## config.mk

```make
export PLATFORM = sky130hd
export DESIGN_NAME = shared_bus_decoder
export DESIGN_NICKNAME = d
export VERILOG_FILES = /design/src/shared_bus_pkg.sv /design/src/shared_bus_decoder.sv
export VERILOG_INCLUDE_DIRS = /design/src
export SDC_FILE = /design/constraint.sdc
export NUM_CORES = 1
export LEC_CHECK = 0
export ABC_AREA = 1
export BUFFER_PORTS_ARGS = -buffer_cell sky130_fd_sc_hd__buf_2
export CORE_AREA = 2 2 65 67
export DETAILED_ROUTE_END_ITERATION = 10
export DIE_AREA = 0 0 67 69
export PLACE_DENSITY_LB_ADDON = 0.08
export SYNTH_ARGS = -nofsm -noshare
export SYNTH_HDL_FRONTEND = slang
export SYNTH_SLANG_ARGS = --single-unit
```

## constraint.sdc

```tcl
create_clock -name vclk -period 1.4
set_input_delay 0.14 -clock vclk [all_inputs]
set_output_delay 0.14 -clock vclk [all_outputs]
set_load 0.01 [all_outputs]
```

## src/shared_bus_consts.svh

```systemverilog
/* Shared bus constants: address width, RAM size, region bases and
   register offsets */
`ifndef SHARED_BUS_CONSTS_SVH
`define SHARED_BUS_CONSTS_SVH

`define SB_ADDR_WIDTH 32

// On-chip RAM depth in words and the matching word index width
`define SB_RAM_WORDS 256
`define SB_RAM_ADDR_BITS 8

// Register region, selected by address bit 31
`define SB_CSR_BASE 32'h8000_0000

// Word offsets inside the register region
`define SB_CSR_CTRL 2'd0
`define SB_CSR_ICOUNT 2'd1
`define SB_CSR_DCOUNT 2'd2

`endif

```

## src/shared_bus_pkg.sv

```systemverilog
/* Shared bus types: the split command payloads, the shared-bus request
   and the data access width */
`default_nettype none
`include "shared_bus_consts.svh"

package shared_bus_pkg;

    // Data access width, as log2 of the byte count
    typedef enum logic [1:0] {
        SIZE_BYTE = 2'd0,
        SIZE_HALF = 2'd1,
        SIZE_WORD = 2'd2
    } access_size_t;

    // Instruction fetch command
    typedef struct packed {
        logic [`SB_ADDR_WIDTH-1:0] pc;
    } ibus_cmd_t;

    // Data command, write data already sits in its byte lanes
    typedef struct packed {
        logic [`SB_ADDR_WIDTH-1:0] address;
        logic [31:0]               data;
        access_size_t              size;
        logic                      wr;
    } dbus_cmd_t;

    // Request on the shared bus, an all-zero strobe marks a read
    typedef struct packed {
        logic [`SB_ADDR_WIDTH-1:0] addr;
        logic [31:0]               wdata;
        logic [3:0]                wstrb;
    } mem_req_t;

endpackage

`default_nettype wire

```

## src/shared_bus_decoder.sv

```systemverilog
/* Shared bus decoder: picks RAM or the register block by address and
   returns the chosen target's ready and read data */
`timescale 1ns/10ps
`default_nettype none
`include "shared_bus_consts.svh"

module shared_bus_decoder (
    input  wire logic                    mem_valid,
    input  wire shared_bus_pkg::mem_req_t mem_req,
    input  wire logic                    ram_ready,
    input  wire logic [31:0]             ram_rdata,
    input  wire logic                    csr_ready,
    input  wire logic [31:0]             csr_rdata,
    output logic                         ram_sel,
    output logic                         csr_sel,
    output logic                         mem_ready,
    output logic [31:0]                  mem_rdata
);

    logic csr_hit;

    // The register region is the upper half of the address space
    assign csr_hit = |(mem_req.addr & `SB_CSR_BASE);

    assign ram_sel = mem_valid && !csr_hit;
    assign csr_sel = mem_valid && csr_hit;

    always_comb begin
        if (csr_hit) begin
            mem_ready = csr_ready;
            mem_rdata = csr_rdata;
        end else begin
            mem_ready = ram_ready;
            mem_rdata = ram_rdata;
        end
    end

endmodule

`default_nettype wire

```

==> results.md <==
- RSZ-0062 raised after global routing: false
- Commonest non-fill, non-tap cells in the layout: buf_2, nand2_1, nand2_2
- Synth unique cells: 8
- Crit-path cells: buf_2 > buf_4 > nand2_1 > nand2_1 > buf_2
- Seq/Total Area, Yosys: 0%
- Syn Area/Cell: 4.49 µm²
- DRT Pass-1 Iters: 4
- Hold Crit Class: in -> out
- Ratio of final minimum period to clock period: ~68%
- Die width: approximately 67 µm
- Setup Buffers After CTS: 0
- Syn_nets: 246
- Area Overhead vs Synth: 104%
- Static Leak: between 0.7 and 0.8 nW
- Vias: about 930
- Nets: approximately 350
- Design area: slightly above 1000 µm²
- GRT overflow: 0
- Core ar.: 3910 µm²
- FMAX: 1.05 GHz
- Setup CP Type: in -> out
- Delay-heaviest family, CP: buffers and inverters
- WP buf/inv: 3
- Post-synthesis instance area: approximately 500 µm²
- Number of I/O pins: 170
- Fin crit period: between 0.9 and 1 ns
- Kind of end point of the critical path: output pin
- Slew Limit Fails: 0
- First-pass GRT wire length: between 3 and 4 mm
- Tightest Pin Transition: roughly 0.21 ns
- DRT antenna net count: 0
- FF/Latch Area: 0 µm²
- WP data required: 1.26 ns
- # rows: 23
- DRC: 0
- Post-DP Area: between 1000 and 1500 µm²
- Worst setup SP type: input pin
- Setup_tns: 0 ns
- Hold path start: ram_rdata[21]
- # resized after CTS: 0
- Outcome: completed
- Cells after Synth: 111
- End of the worst hold path: mem_rdata[21]
- Die H: 69 µm
- Most common cell after layout, fill and taps aside: buf_2
- Placer Congestion: 0.668
- CP Max Fanout: 18
- Hold Fails Final Rpt: 0
- DP Worst Slack: 0.449 ns
- Worst setup slack after layout: 0.452 ns
- Synthesis Warnings: 0
- Vias/cell: ~3.6
- Hold buffer count at cts: 0
- Initial DRC Count: 18
- Drt wl/cell: about 8.7 µm
- # port buffers: a little over 100
- Vias in the first global route: approximately 880
- Critical Path Max Stage Delay: approximately 0.24 ns
- HPWL Detailed: ~1.9 mm
- Layout cell share with drive strength beyond 1: between 50% and 60%
- # diodes: 0
- PD cells: 317 nW/µm²
- Die area: approximately 4600 µm²
- Max_slew headroom: between 80% and 90%
- Final WL: between 2 and 2.5 mm
- Slowest cell on the critical path: buf_4
- Max-cap violations: 0
- Seq cells: 0
- Global Route Usage Sum: 8.99%
- Peak VDD IR: 0.142 mV
- Layout clock buffer count: 0
- Initial antenna violation count: 0
- Final setup violation count: 0
- Worst Path Arrival: between 0.8 and 0.9 ns
- Hold Crit Depth: 4
- Pin count of the biggest net entering global routing: 34
- Initial Util: between 10% and 20%
[worst min-delay path: stages]
cell and delay, ns:
buf_2 0.07, nand2_1 0.04, nand2_1 0.04, buf_2 0.11
[cells by family after synthesis]
family	synth area share [%]
AND/OR/NAND/NOR	81.2
buffers and inverters	18.8
[how the worst max path moves through the flow]
stage / endpoint / depth (start not counted) / start
after floorplan: ram_sel / 3 / mem_req[67]
after global placement: mem_rdata[13] / 5 / mem_req[67]
after detailed placement: mem_rdata[13] / 5 / mem_req[67]
after CTS: mem_rdata[25] / 5 / mem_req[67]
after global routing: mem_rdata[30] / 5 / mem_req[67]
final: mem_rdata[15] / 5 / mem_req[67]
[where the power goes]
group | switching, mW | total [mW] | internal (mW)
Sequential | 0 | 0 | 0
Clock | 0 | 0 | 0
Combinational | 0.164 | 0.322 | 0.158
[layer usage]
layer  up-vias  track usage [%]  part of all wire [%]
li1        520                -                     -
met3         0            0.653                    11
met4         0                0                     0
met1       358             10.4                    42
met2        55             18.2                    47
met5         -                0                     0
[Yosys cell counts]
library cell	n	area, µm²
buf_6	4	45.0
buf_8	1	15.0
nor2_1	1	3.75
buf_4	2	15.0
inv_1	2	7.51
nand2_1	90	338
nand2_2	10	62.6
inv_8	1	11.3
[stage by stage]
stage / hold slack [ns] / std cells / utilization [%] / total power, mW
floorplan: 0.363 / 111 / - / 0.164
global placement: 0.553 / 259 / 26.0 / 0.329
detailed placement: 0.553 / 259 / 26.0 / 0.326
CTS: 0.555 / 259 / 26.0 / 0.328
global route: 0.570 / 259 / 26.0 / 0.364
finish: 0.551 / 259 / 26.0 / 0.322
[layout make-up]
type	count	area (µm²)
repair buffers	105	531
inverters	3	18.8
fillers	496	2900
well taps	50	62.6
multi-input cells	101	404
(Power assumes the default switching activity.)
