**config.mk**
```make
export PLATFORM = sky130hd
export DESIGN_NAME = split_bus_adapter
export DESIGN_NICKNAME = d
export VERILOG_FILES = /design/src/shared_bus_pkg.sv /design/src/split_bus_adapter.sv
export VERILOG_INCLUDE_DIRS = /design/src
export SDC_FILE = /design/constraint.sdc
export NUM_CORES = 1
export LEC_CHECK = 0
export BUFFER_PORTS_ARGS = -buffer_cell sky130_fd_sc_hd__buf_4
export CORE_AREA = 2 2 108 110
export DETAILED_ROUTE_END_ITERATION = 10
export DIE_AREA = 0 0 110 112
export PLACE_DENSITY = 0.66
export SYNTH_ARGS = -nofsm -noshare
export SYNTH_HDL_FRONTEND = slang
export SYNTH_SLANG_ARGS = --single-unit
```
**constraint.sdc**
```tcl
create_clock -name clk -period 6.3 [get_ports clk]
set_clock_uncertainty 0.05 [all_clocks]
set_input_delay 0.63 -clock clk [delete_from_list [all_inputs] [get_ports clk]]
set_output_delay 0.63 -clock clk [all_outputs]
set_load 0.02 [all_outputs]
```
**src/shared_bus_consts.svh**
```systemverilog
/* Shared bus constants: address width, RAM size, region bases and
   register offsets */
`ifndef SHARED_BUS_CONSTS_SVH
`define SHARED_BUS_CONSTS_SVH

`define SB_ADDR_WIDTH 32

// On-chip RAM depth in words and the matching word index width
`define SB_RAM_WORDS 256
`define SB_RAM_ADDR_BITS 8

// Register region, selected by address bit 31
`define SB_CSR_BASE 32'h8000_0000

// Word offsets inside the register region
`define SB_CSR_CTRL 2'd0
`define SB_CSR_ICOUNT 2'd1
`define SB_CSR_DCOUNT 2'd2

`endif

```
**src/shared_bus_pkg.sv**
```systemverilog
/* Shared bus types: the split command payloads, the shared-bus request
   and the data access width */
`default_nettype none
`include "shared_bus_consts.svh"

package shared_bus_pkg;

    // Data access width, as log2 of the byte count
    typedef enum logic [1:0] {
        SIZE_BYTE = 2'd0,
        SIZE_HALF = 2'd1,
        SIZE_WORD = 2'd2
    } access_size_t;

    // Instruction fetch command
    typedef struct packed {
        logic [`SB_ADDR_WIDTH-1:0] pc;
    } ibus_cmd_t;

    // Data command, write data already sits in its byte lanes
    typedef struct packed {
        logic [`SB_ADDR_WIDTH-1:0] address;
        logic [31:0]               data;
        access_size_t              size;
        logic                      wr;
    } dbus_cmd_t;

    // Request on the shared bus, an all-zero strobe marks a read
    typedef struct packed {
        logic [`SB_ADDR_WIDTH-1:0] addr;
        logic [31:0]               wdata;
        logic [3:0]                wstrb;
    } mem_req_t;

endpackage

`default_nettype wire

```
**src/split_bus_adapter.sv**
```systemverilog
/* Split bus adapter: arbitrates instruction and data commands onto one
   shared valid/ready bus and steers the responses back */
`timescale 1ns/10ps
`default_nettype none

module split_bus_adapter (
    input  wire logic                    clk,
    input  wire logic                    reset,
    input  wire logic                    ibus_valid,
    input  wire shared_bus_pkg::ibus_cmd_t ibus_cmd,
    input  wire logic                    dbus_valid,
    input  wire shared_bus_pkg::dbus_cmd_t dbus_cmd,
    input  wire logic                    dbus_first,
    input  wire logic                    mem_ready,
    input  wire logic [31:0]             mem_rdata,
    output logic                         ibus_ready,
    output logic                         ibus_rsp_valid,
    output logic [31:0]                  ibus_rsp_inst,
    output logic                         dbus_ready,
    output logic                         dbus_rsp_valid,
    output logic [31:0]                  dbus_rsp_data,
    output logic                         mem_valid,
    output shared_bus_pkg::mem_req_t     mem_req,
    output logic                         i_done,
    output logic                         d_done
);

    logic       busy;
    logic       owner_d;
    logic       idle;
    logic       grant_i;
    logic       grant_d;
    logic [3:0] size_mask;
    logic [3:0] d_wstrb;

    // A finishing transfer frees the bus at the same edge
    assign idle = !busy || mem_ready;

    assign grant_d = idle && dbus_valid && (dbus_first || !ibus_valid);
    assign grant_i = idle && ibus_valid && !grant_d;

    always_comb begin
        case (dbus_cmd.size)
            shared_bus_pkg::SIZE_BYTE: size_mask = 4'b0001;
            shared_bus_pkg::SIZE_HALF: size_mask = 4'b0011;
            default:                   size_mask = 4'b1111;
        endcase
    end

    // One strobe bit per byte, moved to the addressed lane
    assign d_wstrb = dbus_cmd.wr ? size_mask << dbus_cmd.address[1:0] : 4'b0000;

    always_ff @(posedge clk) begin
        if (reset) begin
            busy       <= 1'b0;
            owner_d    <= 1'b0;
            ibus_ready <= 1'b0;
            dbus_ready <= 1'b0;
        end else begin
            ibus_ready <= grant_i;
            dbus_ready <= grant_d;
            if (grant_d || grant_i) begin
                busy    <= 1'b1;
                owner_d <= grant_d;
            end else if (idle) begin
                busy <= 1'b0;
            end
        end
    end

    always_ff @(posedge clk) begin
        if (grant_d) begin
            mem_req.addr  <= dbus_cmd.address;
            mem_req.wdata <= dbus_cmd.data;
            mem_req.wstrb <= d_wstrb;
        end else if (grant_i) begin
            mem_req.addr  <= ibus_cmd.pc;
            mem_req.wdata <= 32'h0000_0000;
            mem_req.wstrb <= 4'b0000;
        end
    end

    assign mem_valid = busy;

    // The owner flag decides which stream sees the finished transfer
    assign ibus_rsp_valid = busy && mem_ready && !owner_d;
    assign dbus_rsp_valid = busy && mem_ready && owner_d;
    assign ibus_rsp_inst  = mem_rdata;
    assign dbus_rsp_data  = mem_rdata;

    assign i_done = ibus_rsp_valid;
    assign d_done = dbus_rsp_valid;

    // The target may sample the request on any cycle until it answers
    a_req_stable: assert property (@(posedge clk) disable iff (reset)
        mem_valid && !mem_ready |=> $stable(mem_req));

    // The core must deliver word accesses on word boundaries
    a_word_aligned: assert property (@(posedge clk) disable iff (reset)
        dbus_valid && dbus_cmd.size == shared_bus_pkg::SIZE_WORD
        |-> dbus_cmd.address[1:0] == 2'b00);

    a_one_ready: assert property (@(posedge clk) disable iff (reset)
        !(ibus_ready && dbus_ready));

endmodule

`default_nettype wire

```
==> impl_metrics.env <==
export IMPL_ios=276
export IMPL_grt_usage_pct=14.0
export IMPL_cts_setup_buffers=0
export IMPL_setup_viol=0
export IMPL_via_per_inst=4.25
export IMPL_regArea_um2=2120
export IMPL_cts_tree="built"
export IMPL_layout_common_cells="buf_4 (180), edfxtp_1 (68), and2_1 (32)"
export IMPL_synth_cell_types=22
export IMPL_cp_end_kind="register"
export IMPL_ctsResizeCount=0
export IMPL_grt_pass1_vias=2202
export IMPL_p_per_area_nw_per_um2=270
export IMPL_drtPass1Iterations=4
export IMPL_synth_simple_area_share_pct=8.38
export IMPL_fin_crit_sh_pct=35.2
export IMPL_hold_buffers=0
export IMPL_start_util_pct=31.1
export IMPL_path_clk_slew_ns=0.06
export IMPL_min_from="reset"
export IMPL_power_leakage_nw=2.14
export IMPL_place_hpwl_mm=7.13
export IMPL_fin_tns_setup_ns=0
export IMPL_dieArea_um2=12300
export IMPL_clk_latency_ns=0.32
export IMPL_maxCapViolCount=0
export IMPL_maxSlewViolCount=0
export IMPL_synth_mux_area_share_pct=13.4
export IMPL_status="completed"
export IMPL_whs_endpoint="owner_d"
export IMPL_wl_per_cell_um=18.0
export IMPL_worstPathArrival_ns=2.14
export IMPL_clock_fmax_mhz=451
export IMPL_rsz0062_at_grt="false"
export IMPL_hold_class="primary input to register"
export IMPL_tightest_slew_ns=0.918
export IMPL_final_nets=489
export IMPL_use_met1_pct=12.9
export IMPL_clock_sinks=72
export IMPL_layout_commonest_cell="buf_4"
export IMPL_pre_cts_ws_ns=3.71
export IMPL_critical_path_class="register to register"
export IMPL_area_delta_synth_final_pct=36.1
export IMPL_r2r_end="mem_req[18]"
export IMPL_multiInputGateArea_um2=813
export IMPL_crit_path_start_kind="register"
export IMPL_grt_overflow=0
export IMPL_worstRegToRegCells=3
export IMPL_cts_buffers=9
export IMPL_setup_ws_ns=4.08
export IMPL_synth_top_family_by_area="buffers and inverters"
export IMPL_ff2ff_setup_slack_ns=4.08
export IMPL_critPathMaxFanout=35
export IMPL_synth_seq_area_share_pct=61.0
export IMPL_drc=0
export IMPL_globalplace_congestion=0.737
export IMPL_syn_nets=370
export IMPL_synth_warnings=0
export IMPL_die_h_um=112
export IMPL_syn_inst=233
export IMPL_cts_path_max_buffers=2
export IMPL_r2r_start="mem_valid"
export IMPL_num_vias=2127
export IMPL_cts_root_buf="clkbuf_16"
export IMPL_grt_max_degree=36
export IMPL_drive_gt1_share_pct=64.4
export IMPL_synth_xor_area_share_pct=0
export IMPL_busiest_layer="met2"
export IMPL_fill_cells=1048
export IMPL_rows=39
export IMPL_routed_wl_mm=8.99
export IMPL_fin_crit_ns=2.22
export IMPL_drt_iter0_drc=118
export IMPL_syn_area_um2=3480
export IMPL_slew_headroom_pct=38.7
export IMPL_grt_pass1_wl_mm=12.4
export IMPL_ys_ff_latch=72
export IMPL_ant_nets=0
export IMPL_synth_compound_area_share_pct=1.40
export IMPL_hold_viol=0
export IMPL_antenna_found_initial=0
export IMPL_grtUsageMet3_pct=5.85
export IMPL_gr_usage_met2_pct=25.9
export IMPL_core_um2=11200
export IMPL_synthAdderAreaFrac_pct=0
export IMPL_critPathRequiredTime_ns=6.22
export IMPL_peakVddDrop_v=0.000115
export IMPL_antenna_cells=0
export IMPL_hold_depth=2
export IMPL_dieWidth_um=110
export IMPL_cts_htree_levels=3
export IMPL_syn_area_per_cell_um2=14.9
export IMPL_portBuffers=179
final cells by class:
class                   instances  share of cell area, %
clock buffers                   9                   4.75
clock inverters                 7                  0.819
inverters                       2                  0.158
multi-input cells              87                   17.2
flip-flops and latches         72                   44.8
well taps                     143                   3.78
repair buffers                180                   28.5
logic make-up after synthesis:
group,after synthesis
simple gates,47
mux,32
compound gates,8
buf+inv,74
flops,72
Yosys cell counts:
cell | instances | area, µm²
a2111oi_0 | 1 | 8.76
a211oi_1 | 2 | 15.0
a21oi_1 | 3 | 15.0
and2_1 | 32 | 200
and3_1 | 2 | 12.5
buf_2 | 3 | 15.0
buf_4 | 66 | 495
buf_6 | 3 | 33.8
dfxtp_1 | 4 | 80.1
edfxtp_1 | 68 | 2040
inv_1 | 2 | 7.51
mux2_2 | 4 | 45.0
mux2_4 | 28 | 420
nand2_1 | 1 | 3.75
nand2b_1 | 1 | 6.26
nand2b_2 | 1 | 8.76
nand3_4 | 1 | 17.5
nand4_1 | 1 | 6.26
nor2_1 | 4 | 15.0
nor2b_1 | 1 | 6.26
nor3_1 | 3 | 15.0
o21ai_0 | 2 | 10.0
routing by layer:
layer  part of all wire (%)  vias to the layer above
li1                       -                      990
met1                     32                      954
met2                     54                      167
met3                     12                       16
met4                    2.2                        0
met5                      0                        -
worst max-delay path by stage:
stage                from          end  slack (ns)
5_1_grt         mem_valid   mem_req[1]        3.91
2_1_floorplan   mem_ready   mem_req[0]        2.22
6_report        mem_valid  mem_req[18]        4.08
4_1_cts         mem_valid  mem_req[18]        4.01
3_5_place_dp   dbus_valid   mem_req[1]        3.71
3_3_place_gp   dbus_valid  mem_req[66]        3.76
flip-flops by register name (all words and copies together), names as in the netlist:
name        flops
mem_req        68
owner_d         1
mem_valid       1
dbus_ready      1
ibus_ready      1
stage by stage:
| step | instance area [µm²] | hold slack, ns | cells | power [mW] | util [%] |
|---|---|---|---|---|---|
| final | 4740 | 0.442 | 500 | 1.28 | 42.4 |
| after global routing | 4740 | 0.435 | 500 | 1.34 | 42.4 |
| after floorplan | 3480 | 0.406 | 233 | 0.780 | - |
| after detailed placement | 4470 | 0.444 | 484 | 0.848 | 40.0 |
| after global placement | 4470 | 0.443 | 484 | 0.844 | 40.0 |
| after CTS | 4740 | 0.425 | 500 | 1.30 | 42.4 |
worst max-delay path: stages, from the launching register on:
cell and delay [ns]:
dfxtp_1 0.35, nor2b_1 0.20, nor2_4 0.70, buf_4 0.53
power breakdown:
part | switching [mW] | total (mW) | internal (mW) | leakage, nW
Combinational | 0.118 | 0.246 | 0.127 | 1.29
Sequential | 0.0126 | 0.589 | 0.576 | 0.731
Clock | 0.185 | 0.446 | 0.262 | 0.128
Total | 0.316 | 1.28 | 0.965 | 2.14
No activity file was read; power rests on OpenSTA's default activity.
