File: src/shared_bus_consts.svh
/* Shared bus constants: address width, RAM size, region bases and
   register offsets */
`ifndef SHARED_BUS_CONSTS_SVH
`define SHARED_BUS_CONSTS_SVH

`define SB_ADDR_WIDTH 32

// On-chip RAM depth in words and the matching word index width
`define SB_RAM_WORDS 256
`define SB_RAM_ADDR_BITS 8

// Register region, selected by address bit 31
`define SB_CSR_BASE 32'h8000_0000

// Word offsets inside the register region
`define SB_CSR_CTRL 2'd0
`define SB_CSR_ICOUNT 2'd1
`define SB_CSR_DCOUNT 2'd2

`endif

File: src/shared_bus_pkg.sv
/* Shared bus types: the split command payloads, the shared-bus request
   and the data access width */
`default_nettype none
`include "shared_bus_consts.svh"

package shared_bus_pkg;

    // Data access width, as log2 of the byte count
    typedef enum logic [1:0] {
        SIZE_BYTE = 2'd0,
        SIZE_HALF = 2'd1,
        SIZE_WORD = 2'd2
    } access_size_t;

    // Instruction fetch command
    typedef struct packed {
        logic [`SB_ADDR_WIDTH-1:0] pc;
    } ibus_cmd_t;

    // Data command, write data already sits in its byte lanes
    typedef struct packed {
        logic [`SB_ADDR_WIDTH-1:0] address;
        logic [31:0]               data;
        access_size_t              size;
        logic                      wr;
    } dbus_cmd_t;

    // Request on the shared bus, an all-zero strobe marks a read
    typedef struct packed {
        logic [`SB_ADDR_WIDTH-1:0] addr;
        logic [31:0]               wdata;
        logic [3:0]                wstrb;
    } mem_req_t;

endpackage

`default_nettype wire

File: src/bus_arbiter_csr.sv
/* Arbiter control registers: data-first priority bit and counters of
   finished instruction and data transfers */
`timescale 1ns/10ps
`default_nettype none
`include "shared_bus_consts.svh"

module bus_arbiter_csr (
    input  wire logic                    clk,
    input  wire logic                    reset,
    input  wire logic                    sel,
    input  wire shared_bus_pkg::mem_req_t req,
    input  wire logic                    i_done,
    input  wire logic                    d_done,
    output logic                         ready,
    output logic [31:0]                  rdata,
    output logic                         dbus_first
);

    logic [31:0] icount;
    logic [31:0] dcount;
    logic [1:0]  offset;
    logic        wr_en;

    assign offset = req.addr[3:2];

    // Writes take effect in the ready cycle
    assign wr_en = sel && ready && (req.wstrb != 4'b0000);

    always_ff @(posedge clk) begin
        if (reset) begin
            ready      <= 1'b0;
            dbus_first <= 1'b0;
            icount     <= 32'd0;
            dcount     <= 32'd0;
        end else begin
            ready <= sel && !ready;

            if (wr_en && offset == `SB_CSR_CTRL && req.wstrb[0]) begin
                dbus_first <= req.wdata[0];
            end

            // A write clears the counter whatever the value written
            if (wr_en && offset == `SB_CSR_ICOUNT) begin
                icount <= 32'd0;
            end else if (i_done) begin
                icount <= icount + 32'd1;
            end

            if (wr_en && offset == `SB_CSR_DCOUNT) begin
                dcount <= 32'd0;
            end else if (d_done) begin
                dcount <= dcount + 32'd1;
            end
        end
    end

    // Read data is captured in the first bus cycle, before this
    // transfer's own done pulse reaches the counter
    always_ff @(posedge clk) begin
        if (sel && !ready) begin
            case (offset)
                `SB_CSR_CTRL:   rdata <= {31'd0, dbus_first};
                `SB_CSR_ICOUNT: rdata <= icount;
                `SB_CSR_DCOUNT: rdata <= dcount;
                default:        rdata <= 32'd0;
            endcase
        end
    end

endmodule

`default_nettype wire

File: config.mk
export PLATFORM = sky130hd
export DESIGN_NAME = bus_arbiter_csr
export DESIGN_NICKNAME = d
export VERILOG_FILES = /design/src/shared_bus_pkg.sv /design/src/bus_arbiter_csr.sv
export VERILOG_INCLUDE_DIRS = /design/src
export SDC_FILE = /design/constraint.sdc
export NUM_CORES = 1
export LEC_CHECK = 0
export BUFFER_PORTS_ARGS = -buffer_cell sky130_fd_sc_hd__buf_2
export CAP_MARGIN = 40
export CELL_PAD_IN_SITES_DETAIL_PLACEMENT = 0
export CELL_PAD_IN_SITES_GLOBAL_PLACEMENT = 1
export CORE_AREA = 2 2 108 110
export DETAILED_ROUTE_END_ITERATION = 16
export DIE_AREA = 0 0 110 112
export PLACE_DENSITY = 0.76
export SYNTH_ARGS = -nofsm -noshare
export SYNTH_HDL_FRONTEND = slang
export SYNTH_SLANG_ARGS = --single-unit
File: constraint.sdc
create_clock -name clk -period 2.4 [get_ports clk]
set_input_delay 0.24 -clock clk [delete_from_list [all_inputs] [get_ports clk]]
set_output_delay 0.24 -clock clk [all_outputs]
set_load 0.05 [all_outputs]
==> results of run 1 <==
[power by group]
part / switching (uW) / internal, uW / leakage, uW
clock network: 618 / 737 / 0.000136
registers: 18.6 / 1740 / 0.000856
logic: 173 / 47.6 / 0.000775
total: 809 / 2530 / 0.00177
[routing by layer]
metal  wire (um)  vias up  track usage [%]
met4         169        0             5.49
met1        4880     1775             23.7
met2        5070      103             29.6
met5           0        -                0
li1            -     1787                -
met3         576       17             4.57
[area by class of cell]
| cell class | instances | area [sq um] | area share (%) |
|---|---|---|---|
| clock inverters | 5 | 38.8 | 0.761 |
| well taps | 143 | 179 | 3.51 |
| inverters | 7 | 26.3 | 0.515 |
| clock buffers | 11 | 243 | 4.76 |
| multi-input cells | 316 | 2060 | 40.4 |
| flip-flops and latches | 98 | 2280 | 44.8 |
| repair buffers | 51 | 270 | 5.30 |
[logic make-up after synthesis]
| group | after synthesis |
|---|---|
| xor+xnor | 23 |
| compound gates | 104 |
| mux | 9 |
| simple gates | 178 |
| buf+inv | 35 |
| flops | 98 |
| fa+ha+maj | 2 |
[metrics by stage]
step	utilization (%)	setup slack [ps]	area, sq um	std cells	total power [uW]
2_1_floorplan	-	502	4490	449	1960
3_3_place_gp	43.1	335	4820	615	2020
3_5_place_dp	43.1	293	4820	615	2020
4_1_cts	45.6	265	5100	631	3390
5_1_grt	45.6	120	5100	631	3460
6_report	45.6	271	5100	631	3340
[worst max path at each step]
| stage | startpoint | to | slack (ps) |
|---|---|---|---|
| floorplan | dcount[0]$_SDFFE_PP0P_ | dcount[28]$_SDFFE_PP0P_ | 500 |
| global placement | dcount[1]$_SDFFE_PP0P_ | dcount[26]$_SDFFE_PP0P_ | 340 |
| detailed placement | dcount[1]$_SDFFE_PP0P_ | dcount[30]$_SDFFE_PP0P_ | 290 |
| CTS | dcount[0]$_SDFFE_PP0P_ | dcount[28]$_SDFFE_PP0P_ | 270 |
| global route | dcount[1]$_SDFFE_PP0P_ | dcount[30]$_SDFFE_PP0P_ | 120 |
| finish | dcount[0]$_SDFFE_PP0P_ | dcount[28]$_SDFFE_PP0P_ | 270 |
[state kept, by name, summed over array words and instances, names as in the netlist]
signal,cells
dcount,32
icount,32
rdata,32
dbus_first,1
ready,1
[cells in the mapped netlist, drive strengths merged, types with 5 or more instances]
| cell | instances |
|---|---|
| dfxtp | 66 |
| a21oi | 33 |
| edfxtp | 32 |
| a22o | 31 |
| nor2 | 28 |
| nand4 | 26 |
| nand3 | 25 |
| nand2 | 24 |
| or4 | 23 |
| clkbuf | 22 |
| o31ai | 20 |
| xor2 | 13 |
| or3 | 12 |
| o21ai | 11 |
| and4 | 10 |
| xnor2 | 10 |
| mux2i | 9 |
| and3 | 8 |
| inv | 7 |
| buf | 6 |
| nand2b | 5 |
| nor3 | 5 |
| nor4 | 5 |
[worst max-delay path, delay by kind of cell (launching register included)]
family	cells	cell delay, ps
AO/OA/AOI/OAI	1	140
AND/OR/NAND/NOR	3	1240
flip-flops	1	440
adder cells (fa/ha/maj)	1	230
==> impl_metrics.ini, run 1 <==
[status]
status = finished, final reports clean

[yosys]
synth-async-reset-ratio_pct = 0
syn_area_sq_um = 4490
synth-compound-area-share_pct = 15.9
syn_nets = 524
synthMuxAreaShare_pct = 2.01
synth_top_cell_area_share_pct = 29.5
synth_flop_cell = dfxtp_1
ys_types = 37
synth_fa_ha_area_share_pct = 0.558
synth.area.top_cells = dfxtp_1, edfxtp_1, a22o_1
netlist_instances = 449
synth-xor-area-share_pct = 4.49
postSynthAreaPerCell_sq_um = 9.99
yosysTopAreaCell = dfxtp_1
synthSimpleGateAreaFrac_pct = 22.8
synth_edf_count = 32
synth_top_family_by_area = simple AND/OR/NAND/NOR gates
yosysWarnings = 0
ys_ff_latch = 98
seq_area_frac_synth_pct = 50.9

[floorplanning]
io_pins = 107
die-width_um = 110
die_height_um = 112
initial_core_util_pct = 40.1
die_area_sq_um = 12300
core_sq_um = 11200
rows = 39

[power_and_ir_drop]
p_leak_uw = 0.00177
irDropWorstVdd_mv = 0.324
power_density_nw_per_um2 = 654

[drt]
viasPerCell = 5.84
wl_per_cell_um = 16.9
drt-initial-drc-count = 129
vias = 3682
drtAntennaViolNets = 0
totalWireLength_mm = 10.7
drc = 0
firstDrtPassIters = 5

[worst_setup_path]
start_kind = register
cp-end-kind = register
rr_startpoint = dcount[0]$_SDFFE_PP0P_
cp_max_fo = 8
crit_type = reg2reg
r2r-end = dcount[28]$_SDFFE_PP0P_
cp_slowest_cell = or4_1
cp.arrival_ps = 2400
rrSetupSlack_ps = 270
crit_path_frequent_cell = or4_1
cp_cell_sequence = ha_1 -> nand3_1 -> or4_1 -> or4_1 -> a21oi_1
slowest_delay_ps = 670
worstPathRequired_ps = 2670
r2r_cells = 5

[layout]
layout_common_cells = dfxtp_1, buf_2, a21oi_1
layout-drive-gt1-share_pct = 16.6
syn_to_final_growth_pct = 13.7
final_nets = 558
nFillCells = 1061
final_common_cell = dfxtp_1
insertedDiodeCount = 0

[timing]
fin_crit_sh_pct = 88.7
tightest_slew_ps = 694
fmax_mhz = 470
setup-violations-final = 0
holdWs_ps = 136
slew_violations = 0
rsz0062_at_grt = no
relSlewSlack_pct = 53.7
fin_crit_ps = 2130
hold_violations = 0
fin_tns_setup_ps = 0
skew_ps = 7.02

[clocking]
clk_pin_slew_ps = 70
numCtsBuffers = 9
root_buffer = clkbuf_16
cts_sinks = 98
post_cts_buffers = 0
cts_resized = 0
htreeDepth = 3
clockBufferDepth = 2
tritoncts = built
ctsHoldBuffers = 0
clk_latency_ps = 340

[run]
drv_cap = 0

[place]
port_buffers = 45
gp_congestion = 0.779
dp_hpwl_mm = 7.47

[worst_hold_path]
worstHoldStart = req[4]
hold-path-endpoint = dbus_first$_SDFFE_PP0P_
holdPathStages = 3
hp-class = in2reg

[grt]
antenna_found_initial = 0
grt_usage_pct = 18.2
grt_max_degree = 34
grt_pass1_wl_mm = 17.4
grt_pass1_vias = 3448
overflow = 0
(Power assumes the default switching activity.)
==> inputs of run 2 (changes only) <==
--- a/config.mk
+++ b/config.mk
@@ -13,7 +13,8 @@
 export CORE_AREA = 2 2 108 110
 export DETAILED_ROUTE_END_ITERATION = 16
 export DIE_AREA = 0 0 110 112
-export PLACE_DENSITY = 0.76
+export PLACE_DENSITY_LB_ADDON = 0.15
+export RECOVER_POWER = 25
 export SYNTH_ARGS = -nofsm -noshare
 export SYNTH_HDL_FRONTEND = slang
 export SYNTH_SLANG_ARGS = --single-unit
==> impl_metrics.ini, run 2 (same netlist as run 1, synthesis figures left out) <==
[worst_setup_path]
crit_type = reg2reg
cp.arrival_ps = 2400
cp-end-kind = register
cp_max_fo = 8
rr_startpoint = dcount[0]$_SDFFE_PP0P_
worstPathRequired_ps = 2680
start_kind = register
startpoint = dcount[0]$_SDFFE_PP0P_
r2r_cells = 5

[floorplanning]
die-width_um = 110
die_height_um = 112
io_pins = 107
die_area_sq_um = 12300
rows = 39
initial_core_util_pct = 40.1
core_sq_um = 11200

[place]
placed_cell_area_sq_um = 4840
dp_hpwl_mm = 7.79
gp_congestion = 0.763
dp.cells = 618
port_buffers = 45

[worst_hold_path]
worstHoldStart = reset
holdPathStages = 2
hp-class = in2reg

[layout]
largestRegisters = dcount (32), icount (32), rdata (32)
layout_common_cells = dfxtp_1, buf_2, a21oi_1
nFillCells = 1100
syn_to_final_growth_pct = 14.6
final_nets = 561
ff_latch_area_sq_um = 2280
finalNonFillerCells = 634
multiInputGateArea_sq_um = 2060
final_common_cell = dfxtp_1
fin_area_sq_um = 5140
layout-drive-gt1-share_pct = 14.7
insertedDiodeCount = 0

[power_and_ir_drop]
combinationalPowerShare_pct = 6.3
p_int_uw = 2730
power_density_nw_per_um2 = 688
p_clk_share_pct = 44.0
irDropWorstVdd_mv = 0.303
switching_share_pct = 22.8
power_switching_uw = 805
p_leak_uw = 0.00176
pwr-share-seq_pct = 49.8

[timing]
setup-violations-final = 0
skew_ps = 6.93
fin_crit_ps = 2130
hold_violations = 0
tightest_slew_ps = 1540
rsz0062_at_grt = no
fin_tns_setup_ps = 0
fmax_mhz = 470
relSlewSlack_pct = -2.95
slew_violations = 33
fin_crit_sh_pct = 88.6

[drt]
drtAntennaViolNets = 0
totalWireLength_mm = 11.1
viasPerCell = 5.73
firstDrtPassIters = 4
drt-initial-drc-count = 257
drc = 0
wl_per_cell_um = 17.5
vias = 3633

[clocking]
clk_pin_slew_ps = 70
numCtsBuffers = 9
tritoncts = built
cts_sinks = 98
post_cts_buffers = 0
clockBufferDepth = 2
clk_latency_ps = 350
ctsHoldBuffers = 0
htreeDepth = 3
cts_resized = 0
root_buffer = clkbuf_16

[grt]
grt_usage_pct = 19.5
grt_max_degree = 34
overflow = 0
grt_pass1_wl_mm = 18.1
grt_pass1_vias = 3394
antenna_found_initial = 0

[status]
violations = max-capacitance violations, max-slew violations
status = finished, violations left

[run]
drv_cap = 1
-- run 2: final timing paths --
check | slack [ps] | to
worst max register to register | 270 | dcount[31]$_SDFFE_PP0P_
worst min register to register | 500 | icount[31]$_SDFFE_PP0P_
worst min-delay path | 130 | ready$_SDFF_PP0_
worst max-delay path | 270 | dcount[31]$_SDFFE_PP0P_
-- run 2: final cells by class --
class                   count  area share, %
clock buffers              12           4.80
clock inverters             4           1.46
inverters                   7          0.511
multi-input cells         316           40.0
flip-flops and latches     98           44.4
well taps                 143           3.48
repair buffers             54           5.31
-- run 2: worst max-delay path, cell delays in order, from the launching register on --
cell and delay (ps):
dfxtp_1 340, clkbuf_1 280, nand4_2 180, or4_1 590, or4_1 510, a21oi_1 150
-- run 2: metrics by stage --
| stage | setup slack, ps | power, uW | hold WS [ps] | utilization, % |
|---|---|---|---|---|
| floorplan | 502 | 1960 | 312 | - |
| global placement | 374 | 2020 | 478 | 43.3 |
| detailed placement | 337 | 2030 | 485 | 43.3 |
| CTS | 323 | 3590 | 118 | 46.2 |
| global route | 99.0 | 3670 | 128 | 46.0 |
| finish | 274 | 3540 | 131 | 46.0 |
-- run 2: per-layer routing --
metal	global-route usage [%]	up-vias	routed length, um
met3	2.99	11	476
met5	0	-	0
li1	-	1806	-
met1	29.1	1749	5380
met4	8.35	0	184
met2	27.6	67	5030
-- run 2: power groups by stage --
| stage | combinational (uW) | sequential (uW) | clock, uW |
|---|---|---|---|
| final | 222 | 1760 | 1550 |
| after floorplan | 75.3 | 1880 | 0 |
| after detailed placement | 230 | 1800 | 0 |
| after global routing | 239 | 1760 | 1670 |
| after global placement | 228 | 1790 | 0 |
| after CTS | 230 | 1760 | 1600 |
==> inputs of run 3 (changes only) <==
--- a/config.mk
+++ b/config.mk
@@ -10,10 +10,11 @@
 export CAP_MARGIN = 40
 export CELL_PAD_IN_SITES_DETAIL_PLACEMENT = 0
 export CELL_PAD_IN_SITES_GLOBAL_PLACEMENT = 1
-export CORE_AREA = 2 2 108 110
+export CORE_AREA = 2 2 107 109
+export CTS_BUF_LIST = sky130_fd_sc_hd__clkbuf_4
 export DETAILED_ROUTE_END_ITERATION = 16
-export DIE_AREA = 0 0 110 112
-export PLACE_DENSITY_LB_ADDON = 0.15
+export DIE_AREA = 0 0 109 111
+export PLACE_DENSITY_LB_ADDON = 0.1
 export RECOVER_POWER = 25
 export SYNTH_ARGS = -nofsm -noshare
 export SYNTH_HDL_FRONTEND = slang
==> impl_metrics.ini, run 3 (same netlist as run 1, synthesis figures left out) <==
[layout]
final_nets = 565
nFillCells = 1055
syn_to_final_growth_pct = 11.1
layout-drive-gt1-share_pct = 16.6
largestRegisters = dcount (32), icount (32), rdata (32)
layout_common_cells = dfxtp_1, buf_2, a21oi_1
final_common_cell = dfxtp_1

[floorplanning]
die-width_um = 109
die_height_um = 111
initial_core_util_pct = 40.5
io_pins = 107
rows = 39
die_area_sq_um = 12100
core_sq_um = 11100

[worst_setup_path]
startpoint = dcount[0]$_SDFFE_PP0P_
cp_max_fo = 8
r2r-end = dcount[31]$_SDFFE_PP0P_
crit_path_frequent_cell = or4_1
cp.arrival_ps = 2550
slowest_delay_ps = 590
worstPathRequired_ps = 2810
rrSetupSlack_ps = 260
crit_type = reg2reg
cp_cell_sequence = clkbuf_1 -> nand4_2 -> or4_1 -> or4_1 -> a21oi_1
r2r_cells = 5
rr_startpoint = dcount[0]$_SDFFE_PP0P_
cp_slowest_cell = or4_1
cp-end-kind = register
start_kind = register
crit_end = dcount[31]$_SDFFE_PP0P_

[clocking]
clk_latency_ps = 480
tritoncts = built
cts_resized = 0
cts_sinks = 98
htreeDepth = 3
clockBufferDepth = 2
numCtsBuffers = 9
clk_pin_slew_ps = 150
post_cts_buffers = 0
root_buffer = clkbuf_4

[drt]
firstDrtPassIters = 4
drc = 0
drt-initial-drc-count = 159
totalWireLength_mm = 11.4
wl_per_cell_um = 17.9
viasPerCell = 5.76
drtAntennaViolNets = 0
vias = 3685

[timing]
skew_ps = 17.1
fin_tns_setup_ps = 0
tightest_slew_ps = 1490
fmax_mhz = 467
fin_crit_ps = 2140
slew_violations = 0
rsz0062_at_grt = no
setup-violations-final = 0
setup_slack_ps = 258
relSlewSlack_pct = 0.991
fin_crit_sh_pct = 89.3
hold_violations = 0

[place]
port_buffers = 45
gp_congestion = 0.771
dp_hpwl_mm = 8.02
place_ws_ps = 317

[run]
drv_cap = 0

[power_and_ir_drop]
power_density_nw_per_um2 = 557
irDropWorstVdd_mv = 0.408
p_leak_uw = 0.00171

[worst_hold_path]
worstHoldStart = d_done
hp-class = in2reg

[grt]
grt_pass1_vias = 3451
antenna_found_initial = 2
grt_max_degree = 34
grt_usage_pct = 20.0
grt_pass1_wl_mm = 18.4
overflow = 0

[status]
status = finished, final reports clean
==> run 3: per-layer routing <==
metal / wire length, um / GRT usage (%)
met1: 5200 / 26.1
met2: 5490 / 31.7
met3: 522 / 5.47
met4: 207 / 6.67
met5: 0 / 0
==> run 3: worst max-delay path: cells and delay by family, from the launching register on <==
kind / cells / cell delay [ps]
AO/OA/AOI/OAI: 1 / 140
buffers and inverters: 1 / 290
AND/OR/NAND/NOR: 3 / 1280
flip-flops: 1 / 360
==> run 3: worst min-delay path by stage <==
stage	to	slack [ps]	depth (start not counted)
6_report	dcount[0]$_SDFFE_PP0P_	100	3
5_1_grt	dcount[0]$_SDFFE_PP0P_	70	3
4_1_cts	dcount[0]$_SDFFE_PP0P_	60	3
3_5_place_dp	icount[31]$_SDFFE_PP0P_	480	2
3_3_place_gp	icount[31]$_SDFFE_PP0P_	470	2
2_1_floorplan	ready$_SDFF_PP0_	310	1
==> run 3: stage by stage <==
step           instances  hold slack [ps]  total power [uW]  instance area, sq um  utilization (%)
2_1_floorplan        449              312              1960                  4490                -
3_3_place_gp         620              466              2030                  4860             43.9
3_5_place_dp         620              477              2030                  4860             43.9
4_1_cts              638             61.7              2830                  4990             45.1
5_1_grt              639             71.8              2910                  4980             45.0
6_report             640              102              2780                  4980             45.0
==> run 3: final cells by class <==
class / instances / area (sq um) / area share [%]
multi-input combinational: 316 / 2060 / 41.4
timing repair buffer: 58 / 317 / 6.35
antenna: 2 / 5.00 / 0.100
tap: 143 / 179 / 3.59
inverter: 7 / 26.3 / 0.527
clock buffer: 11 / 82.6 / 1.66
clock inverter: 5 / 31.3 / 0.628
sequential: 98 / 2280 / 45.8
==> run 3: power by group <==
| part | internal, uW | switching (uW) | leakage [uW] | total (uW) |
|---|---|---|---|---|
| logic | 49.6 | 179 | 0.000801 | 229 |
| clock network | 231 | 558 | 0.0000565 | 788 |
| registers | 1740 | 17.0 | 0.000856 | 1760 |
==> run 3: repair_timing <==
action / in CTS / in global routing
hold buffers: 2 / 0
endpoints found under the hold margin: 2 / 0
endpoints found under the setup margin: 0 / 0
